<file path="src/common/busPkg.sv">
package busPkg;

    ////////////////////////////////////////////////////////////
    // Address map
    ////////////////////////////////////////////////////////////

    // Boot ROM window, 0x00F80000 to 0x00FFFFFF
    localparam logic [31:0] ROM_BASE = 32'h00F8_0000;
    localparam logic [31:0] ROM_MASK = 32'hFFF8_0000;

    // Region byte in A23..A16 for both CIAs
    localparam logic [7:0] CIA_REGION = 8'hBF;

    // Transfer type of an interrupt acknowledge
    localparam logic [1:0] TT_ACK = 2'b11;

    ////////////////////////////////////////////////////////////
    // Timing
    ////////////////////////////////////////////////////////////

    // CLK40 cycles per CIA clock period
    localparam int CIA_DIV = 40;
    // Half period, high and low phases are equal
    localparam int CIA_HALF = CIA_DIV / 2;
    localparam int CIA_CNT_W = $clog2(CIA_HALF);

    // Clocks from ts to acknowledge for ROM
    localparam int ROM_WAIT = 3;
    localparam int ROM_CNT_W = $clog2(ROM_WAIT);

    ////////////////////////////////////////////////////////////
    // Shared types
    ////////////////////////////////////////////////////////////

    // CIA reading of the address, chip selects are active low
    typedef struct packed {
        logic [7:0] unused;
        logic [7:0] region;
        logic [1:0] upperOffs;
        logic       csBn;
        logic       csAn;
        logic [3:0] regSel;
        logic [7:0] low;
    } ciaView_t;

    // One address word, read flat for ROM and by field for CIA
    typedef union packed {
        logic [31:0] flat;
        ciaView_t    ciaView;
    } busAddr_u;

    // Processor request as seen on the bus
    typedef struct packed {
        logic       ts;
        busAddr_u   addr;
        logic [1:0] tt;
    } busReq_t;

    // Decoded cycle, held until the acknowledge
    typedef struct packed {
        logic       pending;
        logic       rom;
        logic       cia;
        logic       autoVec;
        logic [1:0] ciaCs;
    } cycleSpace_t;

    // Termination outputs
    typedef struct packed {
        logic ta;
        logic taDrive;
        logic tci;
    } termOut_t;

endpackage

</file>
<file path="src/hw/addressDecode.sv">
module addressDecode import busPkg::*; (
    input  logic        CLK40,
    input  logic        nRESET,
    input  busReq_t     req,
    input  logic        ta,
    output cycleSpace_t space,
    output logic        romSelect,
    output logic [1:0]  ciaCs
);

    ////////////////////////////////////////////////////////////
    // Decode of the address on the bus
    ////////////////////////////////////////////////////////////

    logic        romHit;
    logic        ciaHit;
    cycleSpace_t decoded;

    always_comb begin
        // Flat view against the ROM window
        romHit = (req.addr.flat & ROM_MASK) == ROM_BASE;
        // CIA region with at least one chip pulled low
        ciaHit = (req.addr.ciaView.region == CIA_REGION) &&
                 !(req.addr.ciaView.csAn && req.addr.ciaView.csBn);

        decoded = '0;
        decoded.pending = 1'b1;
        // Interrupt acknowledge wins over any address match
        if (req.tt == TT_ACK) begin
            decoded.autoVec = 1'b1;
        end else if (romHit) begin
            decoded.rom = 1'b1;
        end else if (ciaHit) begin
            decoded.cia = 1'b1;
            // Bit 0 is CIA-A on A12, bit 1 is CIA-B on A13
            decoded.ciaCs = {!req.addr.ciaView.csBn, !req.addr.ciaView.csAn};
        end
        // No match leaves pending set with no space flag
    end

    ////////////////////////////////////////////////////////////
    // Cycle register
    ////////////////////////////////////////////////////////////

    // Loaded on ts, cleared on the edge that samples ta
    always_ff @(posedge CLK40 or negedge nRESET) begin
        if (!nRESET) begin
            space <= '0;
        end else if (ta) begin
            space <= '0;
        end else if (req.ts) begin
            space <= decoded;
        end
    end

    // Selects follow the held decode
    assign romSelect = space.rom;
    assign ciaCs = space.ciaCs;

    ////////////////////////////////////////////////////////////
    // Checks
    ////////////////////////////////////////////////////////////

    // Master must wait for the acknowledge before the next start
    assert property (@(posedge CLK40) disable iff (!nRESET)
        req.ts |-> !space.pending)
        else $error("ts during pending cycle");

    // At most one space per cycle, unmapped has none
    assert property (@(posedge CLK40) disable iff (!nRESET)
        space.pending |-> $onehot0({space.rom, space.cia, space.autoVec}))
        else $error("space flags not one-hot");

endmodule

</file>
<file path="src/hw/ciaClockGen.sv">
module ciaClockGen import busPkg::*; (
    input  logic CLK40,
    input  logic nRESET,
    output logic ciaClk
);

    ////////////////////////////////////////////////////////////
    // CIA clock divider
    ////////////////////////////////////////////////////////////

    // Counts CLK40 cycles within one half period
    logic [CIA_CNT_W-1:0] halfCount;
    logic                 halfDone;

    assign halfDone = halfCount == CIA_CNT_W'(CIA_HALF - 1);

    always_ff @(posedge CLK40 or negedge nRESET) begin
        if (!nRESET) begin
            halfCount <= '0;
            // Low phase comes first after reset
            ciaClk <= 1'b0;
        end else if (halfDone) begin
            halfCount <= '0;
            ciaClk <= !ciaClk;
        end else begin
            halfCount <= halfCount + 1'b1;
        end
    end

endmodule

</file>
<file path="src/transferAck/ciaSync.sv">
module ciaSync (
    input  logic CLK40,
    input  logic nRESET,
    input  logic ciaClk,
    input  logic ciaCycle,
    output logic ciaTa
);

    ////////////////////////////////////////////////////////////
    // CIA clock synchronizer and acknowledge
    ////////////////////////////////////////////////////////////

    // Two samples of the CIA clock, newest in bit 0
    logic [1:0] clkHist;
    // Set once the high phase was seen during a CIA cycle
    logic       armed;

    always_ff @(posedge CLK40 or negedge nRESET) begin
        if (!nRESET) begin
            clkHist <= 2'b00;
            armed <= 1'b0;
            ciaTa <= 1'b0;
        end else begin
            clkHist <= {clkHist[0], ciaClk};

            if (clkHist == 2'b11 && ciaCycle) begin
                armed <= 1'b1;
                ciaTa <= 1'b0;
            end else if (clkHist == 2'b00 && armed) begin
                // Falling edge passed, CIA has latched its data
                ciaTa <= 1'b1;
                armed <= 1'b0;
            end else begin
                ciaTa <= 1'b0;
            end
        end
    end

    // Single clock pulse only
    assert property (@(posedge CLK40) disable iff (!nRESET)
        ciaTa |=> !ciaTa)
        else $error("ciaTa held for two clocks");

endmodule

</file>
<file path="src/transferAck/transferAck.sv">
module transferAck import busPkg::*; (
    input  logic        CLK40,
    input  logic        nRESET,
    input  busReq_t     req,
    input  cycleSpace_t space,
    input  logic        ciaClk,
    output termOut_t    term
);

    logic romTa;
    logic scTa;
    logic ciaTa;
    logic driveHold;
    logic tsLast;
    logic mappedPending;

    logic [ROM_CNT_W-1:0] romCount;

    ////////////////////////////////////////////////////////////
    // ROM acknowledge delay
    ////////////////////////////////////////////////////////////

    // Space flags are valid one clock after ts
    always_ff @(posedge CLK40 or negedge nRESET) begin
        if (!nRESET) begin
            tsLast <= 1'b0;
        end else begin
            tsLast <= req.ts;
        end
    end

    // Holds ta off to meet the ROM setup time
    always_ff @(posedge CLK40 or negedge nRESET) begin
        if (!nRESET) begin
            romCount <= '0;
            romTa <= 1'b0;
        end else if (romCount == '0) begin
            romTa <= 1'b0;
            // Start on the first clock of a ROM cycle
            if (tsLast && space.rom) begin
                romCount <= ROM_CNT_W'(1);
            end
        end else if (romCount == ROM_CNT_W'(ROM_WAIT - 2)) begin
            romTa <= 1'b1;
            romCount <= '0;
        end else begin
            romCount <= romCount + 1'b1;
        end
    end

    ////////////////////////////////////////////////////////////
    // Short cycle acknowledge
    ////////////////////////////////////////////////////////////

    // Autovector ends in the clock right after ts
    always_ff @(posedge CLK40 or negedge nRESET) begin
        if (!nRESET) begin
            scTa <= 1'b0;
        end else begin
            scTa <= req.ts && (req.tt == TT_ACK);
        end
    end

    ////////////////////////////////////////////////////////////
    // CIA acknowledge
    ////////////////////////////////////////////////////////////

    ciaSync i_ciaSync (
        .CLK40    (CLK40),
        .nRESET   (nRESET),
        .ciaClk   (ciaClk),
        .ciaCycle (space.pending && space.cia),
        .ciaTa    (ciaTa)
    );

    ////////////////////////////////////////////////////////////
    // Merge and line drive
    ////////////////////////////////////////////////////////////

    // Unmapped cycles never drive the line
    assign mappedPending = space.pending && (space.rom || space.cia || space.autoVec);

    // Drives ta high one clock after the cycle ends
    always_ff @(posedge CLK40 or negedge nRESET) begin
        if (!nRESET) begin
            driveHold <= 1'b0;
        end else begin
            driveHold <= term.ta;
        end
    end

    assign term.ta = romTa || scTa || ciaTa;
    assign term.taDrive = mappedPending || driveHold;
    // CIA registers must not be cached
    assign term.tci = term.ta && space.cia;

    // Acknowledge only inside a decoded cycle
    assert property (@(posedge CLK40) disable iff (!nRESET)
        term.ta |-> space.pending)
        else $error("ta outside a pending cycle");

endmodule

</file>
<file path="src/hw/busTermTop.sv">
module busTermTop import busPkg::*; (
    input  logic       CLK40,
    input  logic       nRESET,
    input  busReq_t    req,
    output termOut_t   term,
    output logic       romSelect,
    output logic [1:0] ciaCs,
    output logic       ciaClk
);

    ////////////////////////////////////////////////////////////
    // Bus termination subsystem
    ////////////////////////////////////////////////////////////

    // Held decode of the current cycle
    cycleSpace_t space;

    // Decoder, cleared by the acknowledge it receives back
    addressDecode i_addressDecode (
        .CLK40     (CLK40),
        .nRESET    (nRESET),
        .req       (req),
        .ta        (term.ta),
        .space     (space),
        .romSelect (romSelect),
        .ciaCs     (ciaCs)
    );

    // Slow CIA clock
    ciaClockGen i_ciaClockGen (
        .CLK40  (CLK40),
        .nRESET (nRESET),
        .ciaClk (ciaClk)
    );

    // Acknowledge, cache inhibit and line drive
    transferAck i_transferAck (
        .CLK40  (CLK40),
        .nRESET (nRESET),
        .req    (req),
        .space  (space),
        .ciaClk (ciaClk),
        .term   (term)
    );

endmodule

</file>
<file path="config.mk">
export PLATFORM = sky130hd
export DESIGN_NAME = busTermTop
export DESIGN_NICKNAME = d
export VERILOG_FILES = /design/src/common/busPkg.sv /design/src/hw/addressDecode.sv /design/src/hw/ciaClockGen.sv /design/src/transferAck/ciaSync.sv /design/src/transferAck/transferAck.sv /design/src/hw/busTermTop.sv
export SDC_FILE = /design/constraint.sdc
export NUM_CORES = 1
export LEC_CHECK = 0
export ABC_AREA = 1
export BUFFER_PORTS_ARGS = -buffer_cell sky130_fd_sc_hd__buf_4
export CAP_MARGIN = 20
export CORE_MARGIN = 2
export CORE_UTILIZATION = 48
export DETAILED_ROUTE_END_ITERATION = 7
export GPL_TIMING_DRIVEN = 0
export PLACE_DENSITY = 0.81
export RECOVER_POWER = 25
export SLEW_MARGIN = 10
export SYNTH_ARGS = -nofsm -noshare
export SYNTH_HDL_FRONTEND = slang
export SYNTH_SLANG_ARGS = --single-unit
</file>
<file path="constraint.sdc">
create_clock -name CLK40 -period 1.95 [get_ports CLK40]
set_clock_uncertainty 0.1 [all_clocks]
set_input_delay 0.195 -clock CLK40 [delete_from_list [all_inputs] [get_ports CLK40]]
set_output_delay 0.195 -clock CLK40 [all_outputs]
set_load 0.01 [all_outputs]
</file>
**After elaboration in Yosys (flattened, before gate mapping)**

Cells that the tools add are included.

- Flip-flop bits (word level): 22
- Input bits: 37
- Output and inout port bits: 7
- Logic and storage cells: 67

- $add $sub $neg: 2
- Eq/ne operators: 7
- Muxes and demuxes: 20
- Reduce and logical (&&, ||, !) cells: 23

Operators with widths:

| operator | number |
|---|---|
| $mux 2 | 7 |
| $eq 13x5->1 const B | 1 |
| $mux 6 | 2 |
| $mux 1 | 10 |
| $logic_and 1x1->1 | 9 |
| $eq 8x8->1 const B | 1 |
| $reduce_bool 2->1 | 3 |
| $add 5x1->5 const B | 1 |
| $eq 5x5->1 const B | 1 |
| $logic_or 1x1->1 | 5 |
| $mux 5 | 1 |
| $eq 2x2->1 const B | 2 |
| $logic_not 1->1 | 4 |
| $logic_not 2->1 | 2 |
| $add 2x1->2 const B | 1 |
| $eq 2x1->1 const B | 1 |
| $ne 2x2->1 const B | 1 |

**Logic depth before layout (Yosys ltp)**

- Word-level depth: 8
- Depth in mapped cells: 6
- Mapped depth without buffers: 6

**Modules after synthesis**

From an unflattened synthesis, not the netlist that was laid out.

- Cells, all modules: 118
- Area, all modules: 1013.5 µm²

Modules (own cells, without submodules):

| module | instances | cells each | area each (µm²) | seq. area each (µm²) |
|---|---|---|---|---|
| addressDecode | 1 | 57 | 376.6 | 150.1 |
| ciaClockGen | 1 | 30 | 280.3 | 150.1 |
| transferAck | 1 | 23 | 230.2 | 150.1 |
| ciaSync | 1 | 8 | 126.4 | 100.1 |

**Worst setup path before layout**

Ideal clock, no wire load.

- Path kind: register to register
- Start: register i_ciaClockGen.halfCount[0]
- End: register i_ciaClockGen.halfCount[4]
- Setup time: 0.119 ns
- Arrival time: 0.876 ns
- Path slack: 0.856 ns
- Stages on the path, launching flop included: 5
- Path buffers: 0
- Path through: dfrtp_1 -> ha_1 -> nand3_1 -> xor2_1 -> nor2_1

- Cells in the longest elaborated chain, start to end: 2
- Elaborated cells between the ends (all ways): 3

Ends and longest elaborated chain:

| element | line | source |
|---|---|---|
| start, declared | ciaClockGen.sv:12 | `logic [CIA_CNT_W-1:0] halfCount;` |
| start signal, assigned | ciaClockGen.sv:26 | `halfCount <= halfCount + 1'b1;` |
| $add 5x1->5 / $eq 5x5->1 (equally long branches) | ciaClockGen.sv:26, ciaClockGen.sv:15 |  |
| $mux 5 * | ciaClockGen.sv:22 | `end else if (halfDone) begin` |

Mark *: on every way between the ends. The rest lies on a longest branch, timed or not.
A chain may end at the register's enable or synchronous reset.

**Worst setup path in the final report**

- Start: register i_transferAck.scTa
- End: output port term[2] in the netlist's numbering

- Cells in the longest elaborated chain, start to end: 2

Ends and longest elaborated chain:

| element | line | source |
|---|---|---|
| start, declared | transferAck.sv:11 | `logic scTa;` |
| start signal, assigned | transferAck.sv:60 | `scTa <= req.ts && (req.tt == TT_ACK);` |
| $logic_or 1x1->1 (2 in a row) | transferAck.sv:92 | `assign term.ta = romTa \|\| scTa \|\| ciaTa;` |
| end, declared | busTermTop.sv:5 | `output termOut_t term,` |

Every way passes these cells.

==> qor.csv <==
stage,metric,value,unit
global_routing,global-route wire length before repair,2.79,mm
power_and_ir_drop,Sw Pwr,0.173,mW
die,number of core rows,16,
placed_design,DP Wirelength,1.32,mm
timing,final critical-path share of the clock period,0.784,
clock_tree,clock sink count,22,
die,horizontal extent of the die,48.7,microns
global_routing,initial antenna violation count,0,
power_and_ir_drop,switching fraction of total power,0.194,
timing,final period demand of the worst path,1.53,ns
hold_path,worst min-delay path category,in2reg,
routing,count of routing violations after the opening detailed-route iteration,5,
global_routing,pin count of the biggest net entering global routing,23,
timing,count of pins over their slew limit,0,
outcome,result of the run,finished clean,
timing,setup tns final,0,ns
yosys,top area cells in the synthesized netlist,"sky130_fd_sc_hd__dfrtp_1, sky130_fd_sc_hd__nand2_1, sky130_fd_sc_hd__inv_1",
power_and_ir_drop,peak supply drop,0.000457,V
yosys,number of warnings printed during yosys synthesis,0,
placed_design,Post-DP Area,1210,sq um
yosys,syn avg cell area,9.48,sq um
timing,number of hold violations in the final report,0,
routing,Antenna Violating Nets Remaining,0,
setup_path,family with the most delay on the worst path,flip-flops,
yosys,synthesized netlist net count,139,
clock_tree,H-tree depth,1,
final_layout,share of final-layout standard cells stronger than drive strength 1,0.294,
timing,Setup-failing EPs final,0,
setup_path,endpoint type of the worst setup path,output port,
setup_path,number of buffer and inverter stages on the critical path,2,
power_and_ir_drop,internal power contribution,0.721,mW
timing,max-slew headroom at the worst pin,0.273,
placed_design,Final GP Congestion,0.762,
placed_design,PortBufs,29,
clock_tree,CTS tree,yes,
final_layout,FILL cells,149,
die,y dimension of the die,48.7,microns
routing,Routed WL per cell,10.2,microns
final_layout,layout overhead on the synthesized area,33.5,%
yosys,synthesized instance count,101,
final_layout,most frequent cells in the layout,"sky130_fd_sc_hd__buf_4, sky130_fd_sc_hd__dfrtp_1, sky130_fd_sc_hd__nand2_1",
final_layout,number of nets at the end of the flow,175,
routing,count of unresolved DRC violations after routing,0,
power_and_ir_drop,Leakage,0.688,nW
timing,RSZ-0062 raised after global routing,false,
setup_path,sort of element at the start of the critical path,flip-flop,
clock_tree,CTS-repair resized insts,0,
job,number of max-cap violations,0,
global_routing,gr ovfl total,0,
global_routing,via count of the first global-routing pass,709,
setup_path,sequence of cells on the critical path,"nor2_2, nand2_4, buf_4, buf_4",
final_layout,final standard cell area without fillers,1280,sq um
timing,Highest Clock Rate,654,MHz
power_and_ir_drop,part of the total power dissipated in combinational logic,0.101,
routing,vias post-DR,736,
final_layout,number of antenna cells inserted,0,
setup_path,Worst Path Required,1.65,ns
clock_tree,CTS root buf,sky130_fd_sc_hd__clkbuf_4,
power_and_ir_drop,sequential fraction of design power,0.524,
yosys,register area share after synthesis,0.575,
setup_path,"Top cell by count, worst path",sky130_fd_sc_hd__buf_4,
setup_path,startpoint-to-endpoint class of the critical path,reg2out,
setup_path,CP max-delay cell,sky130_fd_sc_hd__dfrtp_1,
setup_path,CP Data Arrival Time,1.23,ns
yosys,cell type with the highest aggregate area in the netlist,sky130_fd_sc_hd__dfrtp_1,
die,core area,1920,sq um
yosys,Synth Cell Area,957,sq um
clock_tree,Inserted Clock Buffers,3,
yosys,flip-flop and latch count after synthesis,22,
routing,Total Wirelength,1.67,mm
routing,drt first pass iters,4,
die,initial core utilization,0.498,
setup_path,critical-path maximum fanout,6,
final_layout,"most common cell after layout, fill and taps aside",sky130_fd_sc_hd__buf_4,
routing,vias per inst,4.52,
power_and_ir_drop,Pwr Density,700,nW/um^2
clock_tree,Worst-Skew Late Latency,0.30,ns
die,I/O pin cnt,44,
global_routing,total routing usage reported by global routing,0.153,
clock_tree,worst-case clock buffer depth,2,
power_and_ir_drop,Clk network pwr share,0.375,
die,Die ar.,2370,sq um
yosys,count of unique library cells instantiated by Yosys,20,
timing,worst-margin pin slew,1.09,ns
yosys,top cell type's share of synthesized area,0.575,
setup_path,Crit path largest cell delay,0.39,ns
clock_tree,clock input transition at the sequential cells of the worst setup and hold paths,0.12,ns
## metrics by stage
step                setup WS [ns]  total power [mW]  cells   util  hold slack, ns
floorplan                   0.856             0.510    101      -          -0.201
global placement            0.767             0.563    157  0.629         -0.0130
detailed placement          0.748             0.566    157  0.629         -0.0129
CTS                         0.396             0.905    163  0.667          0.0444
global route                0.346             0.935    163  0.665          0.0478
finish                      0.420             0.894    163  0.665          0.0508
## worst paths after layout
kind / start / to / slack, ns / cells after the start
worst max-delay path: i_transferAck.scTa$_DFF_PN0_ / term[2] / 0.42 / 4
worst min-delay path: req[15] / i_addressDecode.ciaCs[1]$_DFFE_PN0P_ / 0.05 / 4
worst max register to register: i_ciaClockGen.halfCount[0]$_DFF_PN0_ / i_ciaClockGen.halfCount[4]$_DFF_PN0_ / 0.78 / 4
worst min register to register: i_transferAck.i_ciaSync.clkHist[0]$_DFF_PN0_ / i_transferAck.i_ciaSync.clkHist[1]$_DFF_PN0_ / 0.33 / 0
max in group asynchronous: nRESET / i_addressDecode.ciaCs[0]$_DFFE_PN0P_ / 0.59 / 2
min in group asynchronous: nRESET / i_transferAck.i_ciaSync.ciaTa$_DFF_PN0_ / 0.51 / 2
## flip-flops by register name (all words and copies together), names as in the netlist
name and count:
i_transferAck.i_ciaSync.armed 1, i_addressDecode.ciaCs 2, i_transferAck.tsLast 1, i_transferAck.i_ciaSync.ciaTa 1, i_transferAck.i_ciaSync.clkHist 2, i_transferAck.romCount 2, i_addressDecode.space 3, i_transferAck.driveHold 1
i_ciaClockGen.halfCount 5, i_transferAck.romTa 1, i_ciaClockGen.ciaClk 1, i_addressDecode.romSelect 1, i_transferAck.scTa 1
## logic make-up after synthesis
| family | synth area share |
|---|---|
| flops | 0.575 |
| simple gates | 0.254 |
| fa+ha+maj | 0.0131 |
| buf+inv | 0.0823 |
| compound gates | 0.0392 |
| xor+xnor | 0.0366 |
## tightest hold or removal path, stage by stage
cell	delay (ns)
sky130_fd_sc_hd__buf_4	0.08
sky130_fd_sc_hd__inv_1	0.03
sky130_fd_sc_hd__nand3_1	0.06
sky130_fd_sc_hd__nand2_1	0.05
## layout make-up
class	count	area, sq um	share of cell area
buffer	3	22.5	0.0176
clock buffer	3	22.5	0.0176
clock inverter	1	30.0	0.0235
inverter	15	56.3	0.0441
multi-input combinational	61	328	0.257
sequential	22	551	0.431
tap	27	33.8	0.0264
timing repair buffer	31	234	0.183
## per-layer routing
metal	wire length [microns]	GRT usage	vias up	share of wire
met2	930	0.290	9	0.56
met5	0	0	-	0
met3	51	0.0216	2	0.031
met4	13	0.0857	0	0.0078
met1	670	0.159	343	0.40
li1	-	-	382	-
## synth_stat cells
| cell | instances |
|---|---|
| sky130_fd_sc_hd__a21boi_0 | 1 |
| sky130_fd_sc_hd__a21oi_1 | 2 |
| sky130_fd_sc_hd__buf_4 | 3 |
| sky130_fd_sc_hd__dfrtp_1 | 22 |
| sky130_fd_sc_hd__ha_1 | 1 |
| sky130_fd_sc_hd__inv_1 | 15 |
| sky130_fd_sc_hd__nand2_1 | 20 |
| sky130_fd_sc_hd__nand2_4 | 1 |
| sky130_fd_sc_hd__nand3_1 | 7 |
| sky130_fd_sc_hd__nand3b_1 | 1 |
| sky130_fd_sc_hd__nand4_1 | 3 |
| sky130_fd_sc_hd__nor2_1 | 12 |
| sky130_fd_sc_hd__nor2_2 | 1 |
| sky130_fd_sc_hd__nor2_4 | 3 |
| sky130_fd_sc_hd__nor3_1 | 2 |
| sky130_fd_sc_hd__o21ai_0 | 1 |
| sky130_fd_sc_hd__o21bai_1 | 1 |
| sky130_fd_sc_hd__o31ai_1 | 1 |
| sky130_fd_sc_hd__xnor2_1 | 2 |
| sky130_fd_sc_hd__xor2_1 | 2 |
## power groups by stage
stage                     Combinational, mW  Clock (mW)  Sequential [mW]
after floorplan                      0.0335           0            0.476
after global placement               0.0869           0            0.477
after detailed placement             0.0888           0            0.477
after CTS                            0.0924       0.344            0.468
after global routing                  0.101       0.364            0.469
final                                0.0901       0.336            0.468
## timing repair
| item | CTS | global route |
|---|---|---|
| endpoints found under the hold margin | 23 | 0 |
| hold buffers | 2 | 0 |
| buffers inserted | 0 | 0 |
Power figures use the tool's default switching activity.
